`src/hdl/ao_periph_pkg.sv`:
```
// ################################################
// Bus structs, word types, address map and
// register offsets of the always-on peripherals
// ################################################

package ao_periph_pkg;

  typedef logic [31:0] word_t;
  typedef logic [3:0]  strb_t;
  typedef logic [14:0] fast_intr_t;
  typedef logic [7:0]  gpio_t;

  typedef struct packed {
    logic  req;
    logic  we;
    strb_t be;
    word_t addr;
    word_t wdata;
  } obi_req_t;

  typedef struct packed {
    logic  gnt;
    logic  rvalid;
    word_t rdata;
  } obi_resp_t;

  typedef struct packed {
    logic  valid;
    logic  write;
    word_t addr;
    word_t wdata;
    strb_t wstrb;
  } reg_req_t;

  typedef struct packed {
    logic  ready;
    logic  error;
    word_t rdata;
  } reg_rsp_t;

  localparam int unsigned NUM_AO_PERIPH = 3;
  localparam int unsigned SOC_CTRL_IDX  = 0;
  localparam int unsigned FAST_INTR_IDX = 1;
  localparam int unsigned GPIO_IDX      = 2;

  // Each slot owns a 4 KiB window above the base
  localparam word_t AO_BASE_ADDR = 32'h2000_0000;

  localparam logic [11:0] EXIT_VALID       = 12'h000;
  localparam logic [11:0] EXIT_VALUE       = 12'h004;
  localparam logic [11:0] BOOT_SELECT      = 12'h008;
  localparam logic [11:0] FINTR_PENDING    = 12'h000;
  localparam logic [11:0] FINTR_ENABLE     = 12'h004;
  localparam logic [11:0] GPIO_OUT         = 12'h000;
  localparam logic [11:0] GPIO_EN          = 12'h004;
  localparam logic [11:0] GPIO_IN          = 12'h008;
  localparam logic [11:0] GPIO_INTR_EN     = 12'h00C;
  localparam logic [11:0] GPIO_INTR_STATUS = 12'h010;

  localparam word_t UNMAPPED_RDATA = 32'hBADC_AB1E;

  // Expands byte strobes into a bit mask
  function automatic word_t strb_mask(strb_t strb);
    word_t mask;
    for (int unsigned b = 0; b < 4; b++) begin
      mask[8*b +: 8] = {8{strb[b]}};
    end
    return mask;
  endfunction

endpackage : ao_periph_pkg

```
`src/hdl/ao_peripheral_subsystem.sv`:
```
// ################################################
// Always-on peripheral subsystem top level
// ################################################

module ao_peripheral_subsystem #(
  parameter int unsigned FIFO_DEPTH = 2
) (
  input  logic                      clk_i,
  input  logic                      rst_n_i,
  input  ao_periph_pkg::obi_req_t   slave_req_i,
  output ao_periph_pkg::obi_resp_t  slave_resp_o,
  input  logic                      boot_select_i,
  output logic                      exit_valid_o,
  output ao_periph_pkg::word_t      exit_value_o,
  input  ao_periph_pkg::fast_intr_t fast_intr_i,
  output ao_periph_pkg::fast_intr_t fast_intr_o,
  input  ao_periph_pkg::gpio_t      gpio_i,
  output ao_periph_pkg::gpio_t      gpio_o,
  output ao_periph_pkg::gpio_t      gpio_en_o,
  output ao_periph_pkg::gpio_t      intr_gpio_o
);

  ao_periph_pkg::obi_req_t  fifo_req;
  logic                     fifo_gnt;
  logic                     fifo_pop;
  ao_periph_pkg::obi_resp_t bridge_rsp;
  ao_periph_pkg::reg_req_t  periph_req;
  ao_periph_pkg::reg_rsp_t  periph_rsp;

  ao_periph_pkg::reg_req_t [ao_periph_pkg::NUM_AO_PERIPH-1:0] slot_req;
  ao_periph_pkg::reg_rsp_t [ao_periph_pkg::NUM_AO_PERIPH-1:0] slot_rsp;

  obi_req_fifo #(
    .FIFO_DEPTH(FIFO_DEPTH)
  ) obi_req_fifo_i (
    .clk_i,
    .rst_n_i,
    .req_i(slave_req_i),
    .gnt_o(fifo_gnt),
    .req_o(fifo_req),
    .pop_i(fifo_pop)
  );

  obi_to_reg obi_to_reg_i (
    .clk_i,
    .rst_n_i,
    .req_i    (fifo_req),
    .pop_o    (fifo_pop),
    .rsp_o    (bridge_rsp),
    .reg_req_o(periph_req),
    .reg_rsp_i(periph_rsp)
  );

  // Grant comes from the buffer, data from the bridge
  assign slave_resp_o = '{gnt: fifo_gnt, rvalid: bridge_rsp.rvalid, rdata: bridge_rsp.rdata};

  reg_decode_demux reg_decode_demux_i (
    .reg_req_i   (periph_req),
    .reg_rsp_o   (periph_rsp),
    .periph_req_o(slot_req),
    .periph_rsp_i(slot_rsp)
  );

  soc_ctrl soc_ctrl_i (
    .clk_i,
    .rst_n_i,
    .reg_req_i(slot_req[ao_periph_pkg::SOC_CTRL_IDX]),
    .reg_rsp_o(slot_rsp[ao_periph_pkg::SOC_CTRL_IDX]),
    .boot_select_i,
    .exit_valid_o,
    .exit_value_o
  );

  fast_intr_ctrl fast_intr_ctrl_i (
    .clk_i,
    .rst_n_i,
    .reg_req_i(slot_req[ao_periph_pkg::FAST_INTR_IDX]),
    .reg_rsp_o(slot_rsp[ao_periph_pkg::FAST_INTR_IDX]),
    .fast_intr_i,
    .fast_intr_o
  );

  gpio_ao gpio_ao_i (
    .clk_i,
    .rst_n_i,
    .reg_req_i(slot_req[ao_periph_pkg::GPIO_IDX]),
    .reg_rsp_o(slot_rsp[ao_periph_pkg::GPIO_IDX]),
    .gpio_i,
    .gpio_o,
    .gpio_en_o,
    .intr_gpio_o
  );

endmodule : ao_peripheral_subsystem

```
`src/hdl/fast_intr_ctrl.sv`:
```
// ################################################
// Fast interrupt pending and enable registers
// ################################################

module fast_intr_ctrl (
  input  logic                      clk_i,
  input  logic                      rst_n_i,
  input  ao_periph_pkg::reg_req_t   reg_req_i,
  output ao_periph_pkg::reg_rsp_t   reg_rsp_o,
  input  ao_periph_pkg::fast_intr_t fast_intr_i,
  output ao_periph_pkg::fast_intr_t fast_intr_o
);

  ao_periph_pkg::fast_intr_t pending_q;
  ao_periph_pkg::fast_intr_t enable_q;
  ao_periph_pkg::fast_intr_t clr;
  ao_periph_pkg::word_t      wmask;
  logic [11:0]               offset;
  logic                      wr_en;

  assign offset = reg_req_i.addr[11:0];
  assign wr_en  = reg_req_i.valid & reg_req_i.write;
  assign wmask  = ao_periph_pkg::strb_mask(reg_req_i.wstrb);

  // Write one to clear
  assign clr = (wr_en && offset == ao_periph_pkg::FINTR_PENDING) ?
               reg_req_i.wdata[14:0] & wmask[14:0] : '0;

  always_ff @(posedge clk_i) begin
    if (!rst_n_i) begin
      pending_q <= '0;
      enable_q  <= '0;
    end else begin
      // A line held high keeps its bit set
      pending_q <= (pending_q & ~clr) | fast_intr_i;
      if (wr_en && offset == ao_periph_pkg::FINTR_ENABLE) begin
        enable_q <= (enable_q & ~wmask[14:0]) | (reg_req_i.wdata[14:0] & wmask[14:0]);
      end
    end
  end

  always_comb begin
    reg_rsp_o.ready = reg_req_i.valid;
    reg_rsp_o.error = 1'b0;
    unique case (offset)
      ao_periph_pkg::FINTR_PENDING: reg_rsp_o.rdata = {17'b0, pending_q};
      ao_periph_pkg::FINTR_ENABLE:  reg_rsp_o.rdata = {17'b0, enable_q};
      default:                      reg_rsp_o.rdata = '0;
    endcase
  end

  assign fast_intr_o = pending_q & enable_q;

endmodule : fast_intr_ctrl

```
`src/hdl/gpio_ao.sv`:
```
// ################################################
// Always-on GPIO with input sync and edge IRQs
// ################################################

module gpio_ao (
  input  logic                    clk_i,
  input  logic                    rst_n_i,
  input  ao_periph_pkg::reg_req_t reg_req_i,
  output ao_periph_pkg::reg_rsp_t reg_rsp_o,
  input  ao_periph_pkg::gpio_t    gpio_i,
  output ao_periph_pkg::gpio_t    gpio_o,
  output ao_periph_pkg::gpio_t    gpio_en_o,
  output ao_periph_pkg::gpio_t    intr_gpio_o
);

  ao_periph_pkg::gpio_t sync1_q;
  ao_periph_pkg::gpio_t sync2_q;
  ao_periph_pkg::gpio_t prev_q;
  ao_periph_pkg::gpio_t out_q;
  ao_periph_pkg::gpio_t en_q;
  ao_periph_pkg::gpio_t intr_en_q;
  ao_periph_pkg::gpio_t status_q;
  ao_periph_pkg::gpio_t rise;
  ao_periph_pkg::gpio_t wdata;
  ao_periph_pkg::gpio_t clr;
  ao_periph_pkg::word_t wmask;
  logic [11:0]          offset;
  logic                 wr_en;

  assign offset = reg_req_i.addr[11:0];
  assign wr_en  = reg_req_i.valid & reg_req_i.write;
  assign wmask  = ao_periph_pkg::strb_mask(reg_req_i.wstrb);
  assign wdata  = reg_req_i.wdata[7:0] & wmask[7:0];
  assign rise   = sync2_q & ~prev_q;
  assign clr    = (wr_en && offset == ao_periph_pkg::GPIO_INTR_STATUS) ? wdata : '0;

  always_ff @(posedge clk_i) begin
    if (!rst_n_i) begin
      sync1_q   <= '0;
      sync2_q   <= '0;
      prev_q    <= '0;
      out_q     <= '0;
      en_q      <= '0;
      intr_en_q <= '0;
      status_q  <= '0;
    end else begin
      sync1_q  <= gpio_i;
      sync2_q  <= sync1_q;
      prev_q   <= sync2_q;
      status_q <= (status_q & ~clr) | rise;
      if (wr_en) begin
        unique case (offset)
          ao_periph_pkg::GPIO_OUT:     out_q     <= (out_q & ~wmask[7:0]) | wdata;
          ao_periph_pkg::GPIO_EN:      en_q      <= (en_q & ~wmask[7:0]) | wdata;
          ao_periph_pkg::GPIO_INTR_EN: intr_en_q <= (intr_en_q & ~wmask[7:0]) | wdata;
          default: ;
        endcase
      end
    end
  end

  always_comb begin
    reg_rsp_o.ready = reg_req_i.valid;
    reg_rsp_o.error = 1'b0;
    unique case (offset)
      ao_periph_pkg::GPIO_OUT:         reg_rsp_o.rdata = {24'b0, out_q};
      ao_periph_pkg::GPIO_EN:          reg_rsp_o.rdata = {24'b0, en_q};
      ao_periph_pkg::GPIO_IN:          reg_rsp_o.rdata = {24'b0, sync2_q};
      ao_periph_pkg::GPIO_INTR_EN:     reg_rsp_o.rdata = {24'b0, intr_en_q};
      ao_periph_pkg::GPIO_INTR_STATUS: reg_rsp_o.rdata = {24'b0, status_q};
      default:                         reg_rsp_o.rdata = '0;
    endcase
  end

  assign gpio_o      = out_q;
  assign gpio_en_o   = en_q;
  assign intr_gpio_o = status_q & intr_en_q;

endmodule : gpio_ao

```
`src/hdl/obi_req_fifo.sv`:
```
// ################################################
// OBI request buffer, circular with count
// ################################################

module obi_req_fifo #(
  parameter int unsigned FIFO_DEPTH = 2
) (
  input  logic                    clk_i,
  input  logic                    rst_n_i,
  input  ao_periph_pkg::obi_req_t req_i,
  output logic                    gnt_o,
  output ao_periph_pkg::obi_req_t req_o,
  input  logic                    pop_i
);

  localparam int unsigned PTR_W = $clog2(FIFO_DEPTH);
  localparam logic [PTR_W:0] FULL_COUNT = (PTR_W + 1)'(FIFO_DEPTH);

  ao_periph_pkg::obi_req_t mem_q [FIFO_DEPTH];

  logic [PTR_W-1:0] wr_ptr_q;
  logic [PTR_W-1:0] rd_ptr_q;
  logic [PTR_W:0]   count_q;
  logic             not_empty;
  logic             push;
  logic             pop;

  assign not_empty = (count_q != '0);
  // Grant depends on fill level only
  assign gnt_o     = (count_q != FULL_COUNT);
  assign push      = req_i.req & gnt_o;
  assign pop       = pop_i & not_empty;

  always_ff @(posedge clk_i) begin
    if (push) begin
      mem_q[wr_ptr_q] <= req_i;
    end
  end

  always_ff @(posedge clk_i) begin
    if (!rst_n_i) begin
      wr_ptr_q <= '0;
      rd_ptr_q <= '0;
      count_q  <= '0;
    end else begin
      if (push) begin
        wr_ptr_q <= wr_ptr_q + 1'b1;
      end
      if (pop) begin
        rd_ptr_q <= rd_ptr_q + 1'b1;
      end
      unique case ({push, pop})
        2'b10:   count_q <= count_q + 1'b1;
        2'b01:   count_q <= count_q - 1'b1;
        default: count_q <= count_q;
      endcase
    end
  end

  always_comb begin
    req_o     = mem_q[rd_ptr_q];
    req_o.req = not_empty;
  end

endmodule : obi_req_fifo

```
`src/hdl/obi_to_reg.sv`:
```
// ################################################
// Bridge from buffered OBI requests to the
// register bus, with registered read response
// ################################################

module obi_to_reg (
  input  logic                     clk_i,
  input  logic                     rst_n_i,
  input  ao_periph_pkg::obi_req_t  req_i,
  output logic                     pop_o,
  output ao_periph_pkg::obi_resp_t rsp_o,
  output ao_periph_pkg::reg_req_t  reg_req_o,
  input  ao_periph_pkg::reg_rsp_t  reg_rsp_i
);

  logic                 rvalid_q;
  ao_periph_pkg::word_t rdata_q;
  logic                 handshake;

  // Hold off while a response leaves this cycle
  always_comb begin
    reg_req_o.valid = req_i.req & ~rvalid_q;
    reg_req_o.write = req_i.we;
    reg_req_o.addr  = req_i.addr;
    reg_req_o.wdata = req_i.wdata;
    reg_req_o.wstrb = req_i.be;
  end

  assign handshake = reg_req_o.valid & reg_rsp_i.ready;
  assign pop_o     = handshake;

  always_ff @(posedge clk_i) begin
    if (!rst_n_i) begin
      rvalid_q <= 1'b0;
    end else begin
      rvalid_q <= handshake;
    end
  end

  // Writes answer with zero data
  always_ff @(posedge clk_i) begin
    if (handshake) begin
      rdata_q <= req_i.we ? '0 : reg_rsp_i.rdata;
    end
  end

  always_comb begin
    rsp_o.gnt    = 1'b0;
    rsp_o.rvalid = rvalid_q;
    rsp_o.rdata  = rdata_q;
  end

endmodule : obi_to_reg

```
`src/hdl/reg_decode_demux.sv`:
```
// ################################################
// Address decoder and register-bus demux
// ################################################

module reg_decode_demux (
  input  ao_periph_pkg::reg_req_t                              reg_req_i,
  output ao_periph_pkg::reg_rsp_t                              reg_rsp_o,
  output ao_periph_pkg::reg_req_t [ao_periph_pkg::NUM_AO_PERIPH-1:0] periph_req_o,
  input  ao_periph_pkg::reg_rsp_t [ao_periph_pkg::NUM_AO_PERIPH-1:0] periph_rsp_i
);

  localparam int unsigned SEL_W = $clog2(ao_periph_pkg::NUM_AO_PERIPH);
  localparam logic [19:0] BASE_PAGE = ao_periph_pkg::AO_BASE_ADDR[31:12];

  logic [SEL_W-1:0] sel;
  logic             hit;

  // Match the 4 KiB page against each slot
  always_comb begin
    hit = 1'b0;
    sel = '0;
    for (int unsigned i = 0; i < ao_periph_pkg::NUM_AO_PERIPH; i++) begin
      if (reg_req_i.addr[31:12] == BASE_PAGE + 20'(i)) begin
        hit = 1'b1;
        sel = SEL_W'(i);
      end
    end
  end

  always_comb begin
    for (int unsigned i = 0; i < ao_periph_pkg::NUM_AO_PERIPH; i++) begin
      periph_req_o[i]       = reg_req_i;
      periph_req_o[i].addr  = {20'b0, reg_req_i.addr[11:0]};
      periph_req_o[i].valid = reg_req_i.valid & hit & (sel == SEL_W'(i));
    end
  end

  // Unmapped accesses are answered here
  always_comb begin
    if (hit) begin
      reg_rsp_o = periph_rsp_i[sel];
    end else begin
      reg_rsp_o.ready = 1'b1;
      reg_rsp_o.error = 1'b1;
      reg_rsp_o.rdata = ao_periph_pkg::UNMAPPED_RDATA;
    end
  end

endmodule : reg_decode_demux

```
`src/hdl/soc_ctrl.sv`:
```
// ################################################
// SoC control: exit flag, exit value, boot select
// ################################################

module soc_ctrl (
  input  logic                    clk_i,
  input  logic                    rst_n_i,
  input  ao_periph_pkg::reg_req_t reg_req_i,
  output ao_periph_pkg::reg_rsp_t reg_rsp_o,
  input  logic                    boot_select_i,
  output logic                    exit_valid_o,
  output ao_periph_pkg::word_t    exit_value_o
);

  logic                 exit_valid_q;
  ao_periph_pkg::word_t exit_value_q;
  ao_periph_pkg::word_t wmask;
  logic [11:0]          offset;
  logic                 wr_en;

  assign offset = reg_req_i.addr[11:0];
  assign wr_en  = reg_req_i.valid & reg_req_i.write;
  assign wmask  = ao_periph_pkg::strb_mask(reg_req_i.wstrb);

  always_ff @(posedge clk_i) begin
    if (!rst_n_i) begin
      exit_valid_q <= 1'b0;
      exit_value_q <= '0;
    end else if (wr_en) begin
      if (offset == ao_periph_pkg::EXIT_VALID && wmask[0]) begin
        exit_valid_q <= reg_req_i.wdata[0];
      end
      if (offset == ao_periph_pkg::EXIT_VALUE) begin
        exit_value_q <= (exit_value_q & ~wmask) | (reg_req_i.wdata & wmask);
      end
    end
  end

  always_comb begin
    reg_rsp_o.ready = reg_req_i.valid;
    reg_rsp_o.error = 1'b0;
    unique case (offset)
      ao_periph_pkg::EXIT_VALID:  reg_rsp_o.rdata = {31'b0, exit_valid_q};
      ao_periph_pkg::EXIT_VALUE:  reg_rsp_o.rdata = exit_value_q;
      ao_periph_pkg::BOOT_SELECT: reg_rsp_o.rdata = {31'b0, boot_select_i};
      default:                    reg_rsp_o.rdata = '0;
    endcase
  end

  assign exit_valid_o = exit_valid_q;
  assign exit_value_o = exit_value_q;

endmodule : soc_ctrl

```
`config.mk`:
```
export PLATFORM = sky130hd
export DESIGN_NAME = ao_peripheral_subsystem
export DESIGN_NICKNAME = d
export VERILOG_FILES = /design/src/hdl/ao_periph_pkg.sv /design/src/hdl/ao_peripheral_subsystem.sv /design/src/hdl/fast_intr_ctrl.sv /design/src/hdl/gpio_ao.sv /design/src/hdl/obi_req_fifo.sv /design/src/hdl/obi_to_reg.sv /design/src/hdl/reg_decode_demux.sv /design/src/hdl/soc_ctrl.sv
export SDC_FILE = /design/constraint.sdc
export NUM_CORES = 1
export LEC_CHECK = 0
export BUFFER_PORTS_ARGS = -buffer_cell sky130_fd_sc_hd__buf_4
export CORE_ASPECT_RATIO = 1.4
export CORE_MARGIN = 2
export CORE_UTILIZATION = 60
export CTS_CLUSTER_SIZE = 24
export DETAILED_ROUTE_END_ITERATION = 12
export PLACE_DENSITY = 0.85
export SLEW_MARGIN = 20
export SYNTH_ARGS = -nofsm -noshare
export SYNTH_HDL_FRONTEND = slang
export SYNTH_SLANG_ARGS = --single-unit
```
`constraint.sdc`:
```
create_clock -name clk_i -period 7.4 [get_ports clk_i]
set_clock_uncertainty 0.1 [all_clocks]
set_input_delay 0.37 -clock clk_i [delete_from_list [all_inputs] [get_ports clk_i]]
set_output_delay 0.37 -clock clk_i [all_outputs]
set_load 0.02 [all_outputs]
```
==> results.md, run 1 <==
- Hold_sp: fast_intr_i[10]
- Largest net degree at the start of global routing: 70
- R2r worst-path depth: 7
- Critical path type: register to register
- Avg Inst Size Synth: approximately 13 um2
- Slew Limit Headroom: 31.89%
- CTS Buf Count: 26
- Critical path required time: 7.68 ns
- Final WL: 29.49 mm
- Hold EP: fast_intr_ctrl_i.pending_q[10]
- Power Total: between 4000 and 5000 uW
- Setup TNS: 0 ns
- Final worst slack: between 3 and 4 ns
- First-pass DRT Iterations: 5
- Sequential share of the synthesized area: 65.94%
- HPWL after DPL: between 15 and 20 mm
- Clk buf depth: 3
- Yosys warning count: 0
- RePlAce Congestion: 0.9183
- Per-cell routed wire length: just over 20 um
- Buffers on Ports: around 200
- Post-Syn Area: about 12,000 um2
- Global-route total usage across every layer: 28.29%
- Maximum vdd drop: 0.2657 mV
- Pwr dens: about 280 nW/um2
- Layout cells sized above 1: between 20% and 30%
- #FFs+latches synth: 295
- Max-slew violations: 0
- Width of the die: roughly 120 um
- Syn Nets: 1,000
- Worst slack, placed: approximately 3.7 ns
- Unique masters post-synth: between 70 and 80
- Mean number of vias per cell: 5.815
- Fin area: between 10,000 and 15,000 um2
- RSZ-0062 raised after global routing: false
- Vias in the first global route: roughly 8,500
- Hold Violations, Final: 0
- CTS Root Cell: clkbuf_16
- Worst hold path type: input pin to register
- Nets@finish: 1,275
- Post-layout min period: roughly 3.8 ns
- FFs w/ async S/R, synth: 0%
- First-pass GRT wire length: roughly 45 mm
- CTS tree: built
- Clock slew at reported path FFs: ~0.06 ns
- Top FF cell, synth: edfxtp_1
- CP Data Arrival Time: 4.10 ns
- Fmax: between 200 and 300 MHz
- Hold path cells: 3
- Dpl cell area: 13,230 um2
- Outcome: complete, no violations
- Max-cap violations: 0
- Worst R2R End: fast_intr_ctrl_i.pending_q[7]
- Die Y: around 170 um
- Clock Latency Late Sink: roughly 0.54 ns
- Leak pwr: ~0.006 uW
- Starting Density: between 60% and 70%
- Vias: about 8,400
- Core area: 19,070 um2
- Post-Route Utilization: 77.74%
- Setup crit start kind: register
- Drt drc: 0
- Crit-path max FO: between 40 and 50
- Antenna Nets Post-Route: 0
- Final setup viols: 0
- Final period util: 51.51%
- Synth-to-layout area growth: 28.50%
- Sink Count: between 200 and 300
- Crit end category: register
- # rows: 60
- Die ar.: slightly above 20,000 um2
- I/O pin count: 202
- Tightest Pin Transition: around 1.0 ns
- H-tree depth: 1
- Post-synth EDFFs: 170
- Gate Count Post-Synth: 903
- Initial antenna violation count: 0
- Drt initial violations: between 600 and 700
- R2R setup slack: 3.59 ns
- Grt total ovfl: 0
-- timing repair --
| item | 4_1_cts | 5_1_grt |
|---|---|---|
| hold buffers | 81 | 0 |
| setup buffers | 0 | 0 |
| endpoints found under the hold margin | 150 | 0 |
| resized for setup | 0 | 0 |
-- cell usage after synthesis (3+ instances only) --
cell type | n | share of area (%)
nand2_1 | 108 | 3.5
nor4_1 | 6 | 0.33
nor2b_1 | 3 | 0.16
and2_1 | 49 | 2.7
a221oi_1 | 6 | 0.46
and3_1 | 4 | 0.22
mux2i_1 | 69 | 6.0
o311ai_1 | 5 | 0.38
o21ai_0 | 23 | 1.0
a22oi_1 | 10 | 0.65
a21oi_1 | 31 | 1.3
dfxtp_1 | 125 | 22
a21o_1 | 5 | 0.33
nor4b_1 | 3 | 0.23
inv_1 | 23 | 0.75
nand2_4 | 4 | 0.39
a22o_1 | 8 | 0.61
clkbuf_1 | 20 | 0.65
nor4_4 | 3 | 0.55
buf_4 | 4 | 0.26
a211oi_1 | 8 | 0.52
o32ai_1 | 3 | 0.23
o311ai_0 | 3 | 0.23
nor3_1 | 6 | 0.26
o21a_1 | 16 | 1.0
o21ai_1 | 5 | 0.22
mux2_2 | 14 | 1.4
buf_1 | 3 | 0.098
nand3_1 | 5 | 0.22
edfxtp_1 | 170 | 44
nand4_1 | 5 | 0.27
o22ai_1 | 17 | 0.92
a31oi_1 | 25 | 1.4
a32oi_1 | 3 | 0.23
nand2b_1 | 11 | 0.60
buf_2 | 15 | 0.65
nor2_1 | 39 | 1.3
-- worst max path at each step --
stage | from | cells after the start | end
6_report | register | 7 | fast_intr_ctrl_i.pending_q[7]
2_1_floorplan | obi_req_fifo_i.count_q[0] | 3 | obi_req_fifo_i.mem_q[0][0]
3_5_place_dp | register | 7 | fast_intr_ctrl_i.pending_q[7]
5_1_grt | register | 7 | fast_intr_ctrl_i.pending_q[1]
3_3_place_gp | register | 7 | fast_intr_ctrl_i.pending_q[0]
4_1_cts | register | 7 | fast_intr_ctrl_i.pending_q[7]
-- logic make-up (layout without fill, tap and decap cells) --
logic type / after synthesis / after routing / synth area share, %
AO/OA/AOI/OAI: 189 / 189 / 11.38
XOR/XNOR: 4 / 4 / 0.3037
adder cells (fa/ha/maj): 1 / 1 / 0.1084
buffers and inverters: 67 / 362 / 2.603
flip-flops: 295 / 295 / 65.94
multiplexers: 84 / 84 / 7.451
other: 0 / 1 / 0
AND/OR/NAND/NOR: 263 / 263 / 12.21
-- cell type report --
type	count	area, um2
flip-flops and latches	295	7609
fillers	1212	4244
multi-input cells	541	3646
repair buffers	291	2387
clock buffers	38	737.0
well taps	248	310.3
inverters	23	86.33
clock inverters	10	46.29
diodes	1	2.502
-- cell usage in the layout (no fill, tap or decap), types with 6 or more instances in the layout --
| cell type | synthesis | routed |
|---|---|---|
| clkinv_2 | 0 | 7 |
| mux2i_1 | 69 | 69 |
| o22ai_1 | 17 | 17 |
| dlygate4sd3_1 | 0 | 81 |
| a22oi_1 | 10 | 10 |
| clkbuf_16 | 0 | 27 |
| o21a_1 | 16 | 16 |
| mux2_2 | 14 | 14 |
| a22o_1 | 8 | 8 |
| nor3_1 | 6 | 6 |
| inv_1 | 23 | 23 |
| nand2_1 | 108 | 108 |
| a21oi_1 | 31 | 31 |
| a31oi_1 | 25 | 25 |
| nor4_1 | 6 | 6 |
| edfxtp_1 | 170 | 170 |
| dfxtp_1 | 125 | 124 |
| nor2_1 | 39 | 38 |
| a221oi_1 | 6 | 6 |
| and2_1 | 49 | 49 |
| buf_4 | 4 | 210 |
| a211oi_1 | 8 | 7 |
| nand2b_1 | 11 | 11 |
| clkbuf_1 | 20 | 9 |
| o21ai_0 | 23 | 23 |
-- where the power goes --
part / switching (uW) / internal (uW)
clock network: 575 / 689
registers: 83.7 / 2000
logic: 516 / 279
-- critical path: stages, from the launching register on --
cell       delay (ns)
dfxtp_2          0.40
buf_4            0.51
or3b_2           0.51
o2bb2ai_1        0.18
a21oi_2          0.63
and3_1           0.64
nor2b_1          0.54
a21oi_1          0.13
-- routing by layer --
layer,wire length [um],track usage (%)
met1,10780,32.84
met4,1304,13.19
met2,15610,50.95
met3,1786,4.234
met5,0,0
-- through the flow --
step | hold WS (ns) | instances
after floorplan | 0.2895 | 903
after global placement | 0.2921 | 1317
after detailed placement | 0.2991 | 1317
after CTS | 0.002845 | 1446
after global routing | 0.006098 | 1446
final | 0.01495 | 1447
No activity file was read; power rests on OpenSTA's default activity.
==> run 2, diff against run 1 <==
Settings changed: CORE_UTILIZATION 60 to 56, PLACE_DENSITY 0.85 to 0.8.
Clock period 7.4 ns to 3.85 ns, I/O delays scaled along.
==> results.md, run 2 (synthesis results as in run 1) <==
- Nets@finish: 1,297 (+1.7%)
- Clock slew at reported path FFs: 0.07 ns (about the same)
- Crit end category: register
- Fmax: 310.1 MHz (+18%)
- Dpl cells: 1,335 (+1.4%)
- Slew Limit Headroom: 33.79% (+1.9 points)
- Sink Count: 295 (unchanged)
- Pint: 5904 uW (+99%)
- Cts repair resizes: 0 (unchanged)
- Starting Density: 56.54% (-4.0 points)
- HPWL after DPL: 19.33 mm (+2.1%)
- Worst slack, placed: 0.6835 ns (-2.991 ns)
- First-pass GRT wire length: 45.11 mm (+0.68%)
- Drt drc: 0 (unchanged)
- Maximum vdd drop: 0.4629 mV (+74%)
- Switching Fraction: 27.84% (-0.49 points)
- Mean number of vias per cell: 5.712 (-1.8%)
- M1 GR Usage: 31.02% (-1.8 points)
- Logic pwr share: 18.6% (-0.6 points)
- Most frequent cells in the layout: 220 x buf_4, 170 x edfxtp_1, 124 x dfxtp_1
- Crit-path max FO: 19 (-56%)
- Critical path required time: 4.20 ns (-3.48 ns)
- CTS Buf Count: 27 (+3.8%)
- Setup TNS: 0 ns (unchanged)
- Register share of total power: 49.1% (-1.2 points)
- CP Data Arrival Time: 3.58 ns (-0.52 ns)
- Vias: 8,431 (+0.20%)
- Pwr dens: 541.3 nW/um2 (+93%)
- Met2 Track Usage GR: 46.92% (-4.0 points)
- R2R setup slack: 0.63 ns (-2.96 ns)
- Final setup viols: 0 (unchanged)
- P_sw: 2278 uW (+94%)
- Layout cells sized above 1: 24.92% (+0.79 points)
- Initial antenna violation count: 0 (unchanged)
- GR peak layer: met2
- Clk buf depth: 3 (unchanged)
- First-pass DRT Iterations: 5 (unchanged)
- Worst hold path type: input pin to register
- Tightest Pin Transition: 0.9931 ns (-0.02748 ns)
- R2r worst-path depth: 9 (+2)
- Critical path type: register to register
- RSZ-0062 raised after global routing: false
- Non-Filler Instances: 1,476 (+2.0%)
- RePlAce Congestion: 0.9068 (-1.3%)
- Grt total ovfl: 0 (unchanged)
- Outcome: complete, no violations
- Synth-to-layout area growth: 31.04%
- Largest net degree at the start of global routing: 71 (+1.4%)
- Met3 Use GR: 4.012% (-0.22 points)
- Die Y: 173.8 um (+3.4%)
- Leak pwr: 0.006126 uW (+2.5%)
- Most common cell after layout, fill and taps aside: buf_4
- Width of the die: 125.3 um (+3.4%)
- Drt initial violations: 660 (+0.15%)
- Buffers on Ports: 201 (unchanged)
- Post-layout min period: 3.224 ns (-0.5873 ns)
- Dpl cell area: 13,310 um2 (+0.64%)
- Core area: 20,400 um2 (+7.0%)
- Hold Violations, Final: 0 (unchanged)
- Max-cap violations: 0 (unchanged)
- # rows: 62 (+3.3%)
- Global-route total usage across every layer: 26.02% (-2.3 points)
- H-tree depth: 1 (unchanged)
- Vias in the first global route: 8,497 (-0.23%)
- Max-slew violations: 0 (unchanged)
- Setup crit start kind: register
- Clk pwr share: 32.3% (+1.8 points)
- Post-Route Utilization: 74.10% (-3.6 points)
- I/O pin count: 202 (unchanged)
- Final WL: 29.10 mm (-1.3%)
- Die ar.: 21,780 um2 (+6.9%)
- CTS Root Cell: clkbuf_16
- # Post-CTS Setup Buffers: 0 (unchanged)
- CTS tree: built
- Number of hold buffers added after CTS: 92 (+14%)
- Final period util: 83.75% (+32 points)
- Antenna Nets Post-Route: 0 (unchanged)
- Antenna Cells: 0 (-1)
- Clock Latency Late Sink: 0.53 ns (about the same)
- Per-cell routed wire length: 19.72 um (-3.2%)
- Fin area: 15,120 um2 (+2.0%)
- Final worst slack: 0.6256 ns (-2.963 ns)
==> run 2: cell count changes in the layout (fill, tap and decap cells not counted), moves of 2 or more <==
cell	before	now
clkinv_2	7	5
buf_4	210	220
clkbuf_1	9	6
clkbuf_16	27	29
dlygate4sd3_1	81	92
==> run 2: cell type report <==
type                            count  area (um2)
Clock buffer                       38       789.5
Clock inverter                     11       93.84
Fill cell                        1308        5285
Inverter                           23       86.33
Multi-Input combinational cell    541        3646
Sequential cell                   295        7609
Tap cell                          256       320.3
Timing Repair Buffer              312        2572
==> run 2: through the flow <==
step,hold slack [ns],power [uW]
2_1_floorplan,0.1914,4921
3_3_place_gp,0.2779,5482
3_5_place_dp,0.2800,5518
4_1_cts,0.01407,8202
5_1_grt,0.03594,8470
6_report,0.02384,8182
==> run 2: routing by layer <==
metal	routed length (um)	part of all wire, %	up-vias
met4	1136	3.9	0
met1	10730	37	4063
met5	0	0	-
met2	15360	53	350
met3	1883	6.5	78
li1	-	-	3940
==> run 2: how the worst min path moves through the flow <==
stage                          startpoint                     endpoint  slack, ns  cells past startpoint
after floorplan            slave_req_i[0]   obi_req_fifo_i.mem_q[0][0]       0.19                      0
after global placement    slave_req_i[51]  obi_req_fifo_i.mem_q[0][51]       0.28                      1
after detailed placement  slave_req_i[52]  obi_req_fifo_i.mem_q[1][52]       0.28                      1
after CTS                 slave_req_i[69]      obi_req_fifo_i.wr_ptr_q       0.01                      4
after global routing      slave_req_i[69]      obi_req_fifo_i.wr_ptr_q       0.04                      4
final                     slave_req_i[69]      obi_req_fifo_i.wr_ptr_q       0.02                      4
==> run 2: critical path, stage by stage, from the launching register on <==
cell and delay (ns):
dfxtp_2 0.42, buf_4 0.25, nor4_2 0.27, nand2_1 0.25
a211oi_2 0.72, buf_4 0.30, and2_1 0.27, nor2b_1 0.20
buf_4 0.18, mux2i_1 0.20
==> run 2: power groups by stage <==
stage	clock [uW]	sequential, uW	combinational, uW
2_1_floorplan	0	4200	716
5_1_grt	2800	4050	1620
3_5_place_dp	0	4080	1440
4_1_cts	2660	4020	1520
3_3_place_gp	0	4070	1410
6_report	2640	4020	1520
==> run 3, diff against run 2 <==
Clock period 3.85 ns to 3.37 ns, I/O delays scaled along.
==> results.md, run 3 (synthesis results as in run 1) <==
- Grt total ovfl: 0 (unchanged)
- Worst-path cell chain: nor4b_1 -> nand2_1 -> a211o_1 -> a21oi_1 -> nor3b_2 -> and2_1
- Top routing layer used: met4
- Buffers on Ports: 201 (unchanged)
- Post-Route Utilization: 74.53% (+0.44 points)
- Max-cap violations: 0 (unchanged)
- Die ar.: 21,780 um2 (unchanged)
- HPWL after DPL: 19.77 mm (+2.3%)
- Crit-path max FO: 11 (-8)
- Setup crit start kind: register
- I/O pin count: 202 (unchanged)
- Detail Route met2 WL: 15.72 mm (+2.4%)
- Vias: 8,449 (+0.21%)
- Final period util: 87.47% (+3.7 points)
- Slew Limit Headroom: 33.95% (+0.15 points)
- First-pass DRT Iterations: 5 (unchanged)
- Cts repair resizes: 0 (unchanged)
- Mean number of vias per cell: 5.713 (about the same)
- Layout cells sized above 1: 25.27% (+0.35 points)
- Slowest Stage Delay on Critical Path: 0.54 ns (-0.18 ns)
- Largest net degree at the start of global routing: 70 (-1.4%)
- Vias in the first global route: 8,560 (+0.74%)
- Starting Density: 56.54% (unchanged)
- Hold WS: 0.08003 ns (+0.05620 ns)
- Sink Count: 295 (unchanged)
- Outcome: complete, no violations
- # rows: 62 (unchanged)
- Tightest Pin Transition: 0.9908 ns (-0.002316 ns)
- Per-cell routed wire length: 20.14 um (+2.2%)
- Initial antenna violation count: 0 (unchanged)
- RSZ-0062 raised after global routing: false
- Pwr dens: 627.3 nW/um2 (+16%)
- Width of the die: 125.3 um (unchanged)
- Nets@finish: 1,300 (+0.23%)
- Die Y: 173.8 um (unchanged)
- First-pass GRT wire length: 45.57 mm (+1.0%)
- Clock slew at reported path FFs: 0.07 ns (about the same)
- Met3 WL post-DR: 1.631 mm (-13%)
- CP Data Arrival Time: 3.24 ns (-0.34 ns)
- Critical path required time: 3.66 ns (-0.54 ns)
- Global-route total usage across every layer: 26.37% (+0.34 points)
- Critical path type: register to register
- Sequential Area: 7609 um2 (unchanged)
- RePlAce Congestion: 0.8780 (-3.2%)
- Antenna Cells: 0 (unchanged)
- Most common cell after layout, fill and taps aside: buf_4
- H-tree depth: 1 (unchanged)
- Worst hold path type: input pin to register
- Fillers: 1,282 (-2.0%)
- CTS tree: built
- Maximum vdd drop: 0.5185 mV (+12%)
- Leak pwr: 0.006166 uW (+0.65%)
- Non-Filler Instances: 1,479 (+0.20%)
- Hold Violations, Final: 0 (unchanged)
- Post-layout min period: 2.948 ns (-0.2766 ns)
- Slowest CP cell: a21oi_1
- Setup TNS: 0 ns (unchanged)
- Synth-to-layout area growth: 31.81%
- Core area: 20,400 um2 (unchanged)
- Final setup viols: 0 (unchanged)
- Max-slew violations: 0 (unchanged)
- Antenna Nets Post-Route: 0 (unchanged)
- Dpl cells: 1,337 (+0.15%)
- Drt drc: 0 (unchanged)
- Drt initial violations: 768 (+16%)
- Clk buf depth: 3 (unchanged)
- Multi-input gate area in the final layout: 3646 um2 (unchanged)
- Most frequent cells in the layout: 221 x buf_4, 170 x edfxtp_1, 124 x dfxtp_1
- Fmax: 339.2 MHz (+9.4%)
- Clock Latency Late Sink: 0.53 ns (about the same)
- CTS Buf Count: 27 (unchanged)
- Crit end category: register
- Final WL: 29.79 mm (+2.4%)
- CTS Root Cell: clkbuf_16
- Met1 wire length: 11.28 mm (+5.2%)
[run 3: report_power, final]
group / internal (uW) / switching [uW]
clock network: 1870 / 1290
logic: 646 / 1140
registers: 4400 / 188
total: 6920 / 2620
[run 3: critical path, delay by kind of cell (launching register included)]
kind,cells,cell delay [ns]
flops,1,0.48
simple gates,4,1.21
compound gates,2,1.02
[run 3: cell type report]
class                           instances  area share [%]
Inverter                               23          0.5678
Sequential cell                       295           50.04
Clock inverter                         15          0.9792
Timing Repair Buffer                  315           17.16
Clock buffer                           34           5.167
Multi-Input combinational cell        541           23.98
Tap cell                              256           2.106
[run 3: path summary, 6_finish.rpt]
path                             from                        to  slack [ns]  cells after the start
hold / removal                rst_n_i                  register        0.08                      3
setup / recovery             register  obi_to_reg_i.rdata_q[24]        0.42                      6
hold reg to reg   gpio_ao_i.prev_q[7]     gpio_ao_i.status_q[7]        0.31                      1
setup reg to reg             register  obi_to_reg_i.rdata_q[24]        0.42                      6
[run 3: what timing repair did]
action                                 CTS  global route
hold buffers                            93             0
setup buffers                            0             0
endpoints found under the hold margin  162             0
[run 3: layer usage]
layer	up-vias	GRT usage, %
li1	3934	-
met1	4133	31.31
met2	307	47.92
met3	75	3.858
met4	0	10.51
met5	-	0
[run 3: metrics by stage]
step / instance area, um2 / total power, uW / setup WS (ns)
global route: 15210 / 9855 / 0.1347
detailed placement: 13340 / 6336 / 0.4152
finish: 15210 / 9539 / 0.4222
floorplan: 11540 / 5622 / 0.4263
global placement: 13340 / 6284 / 0.5789
CTS: 15210 / 9552 / 0.3874
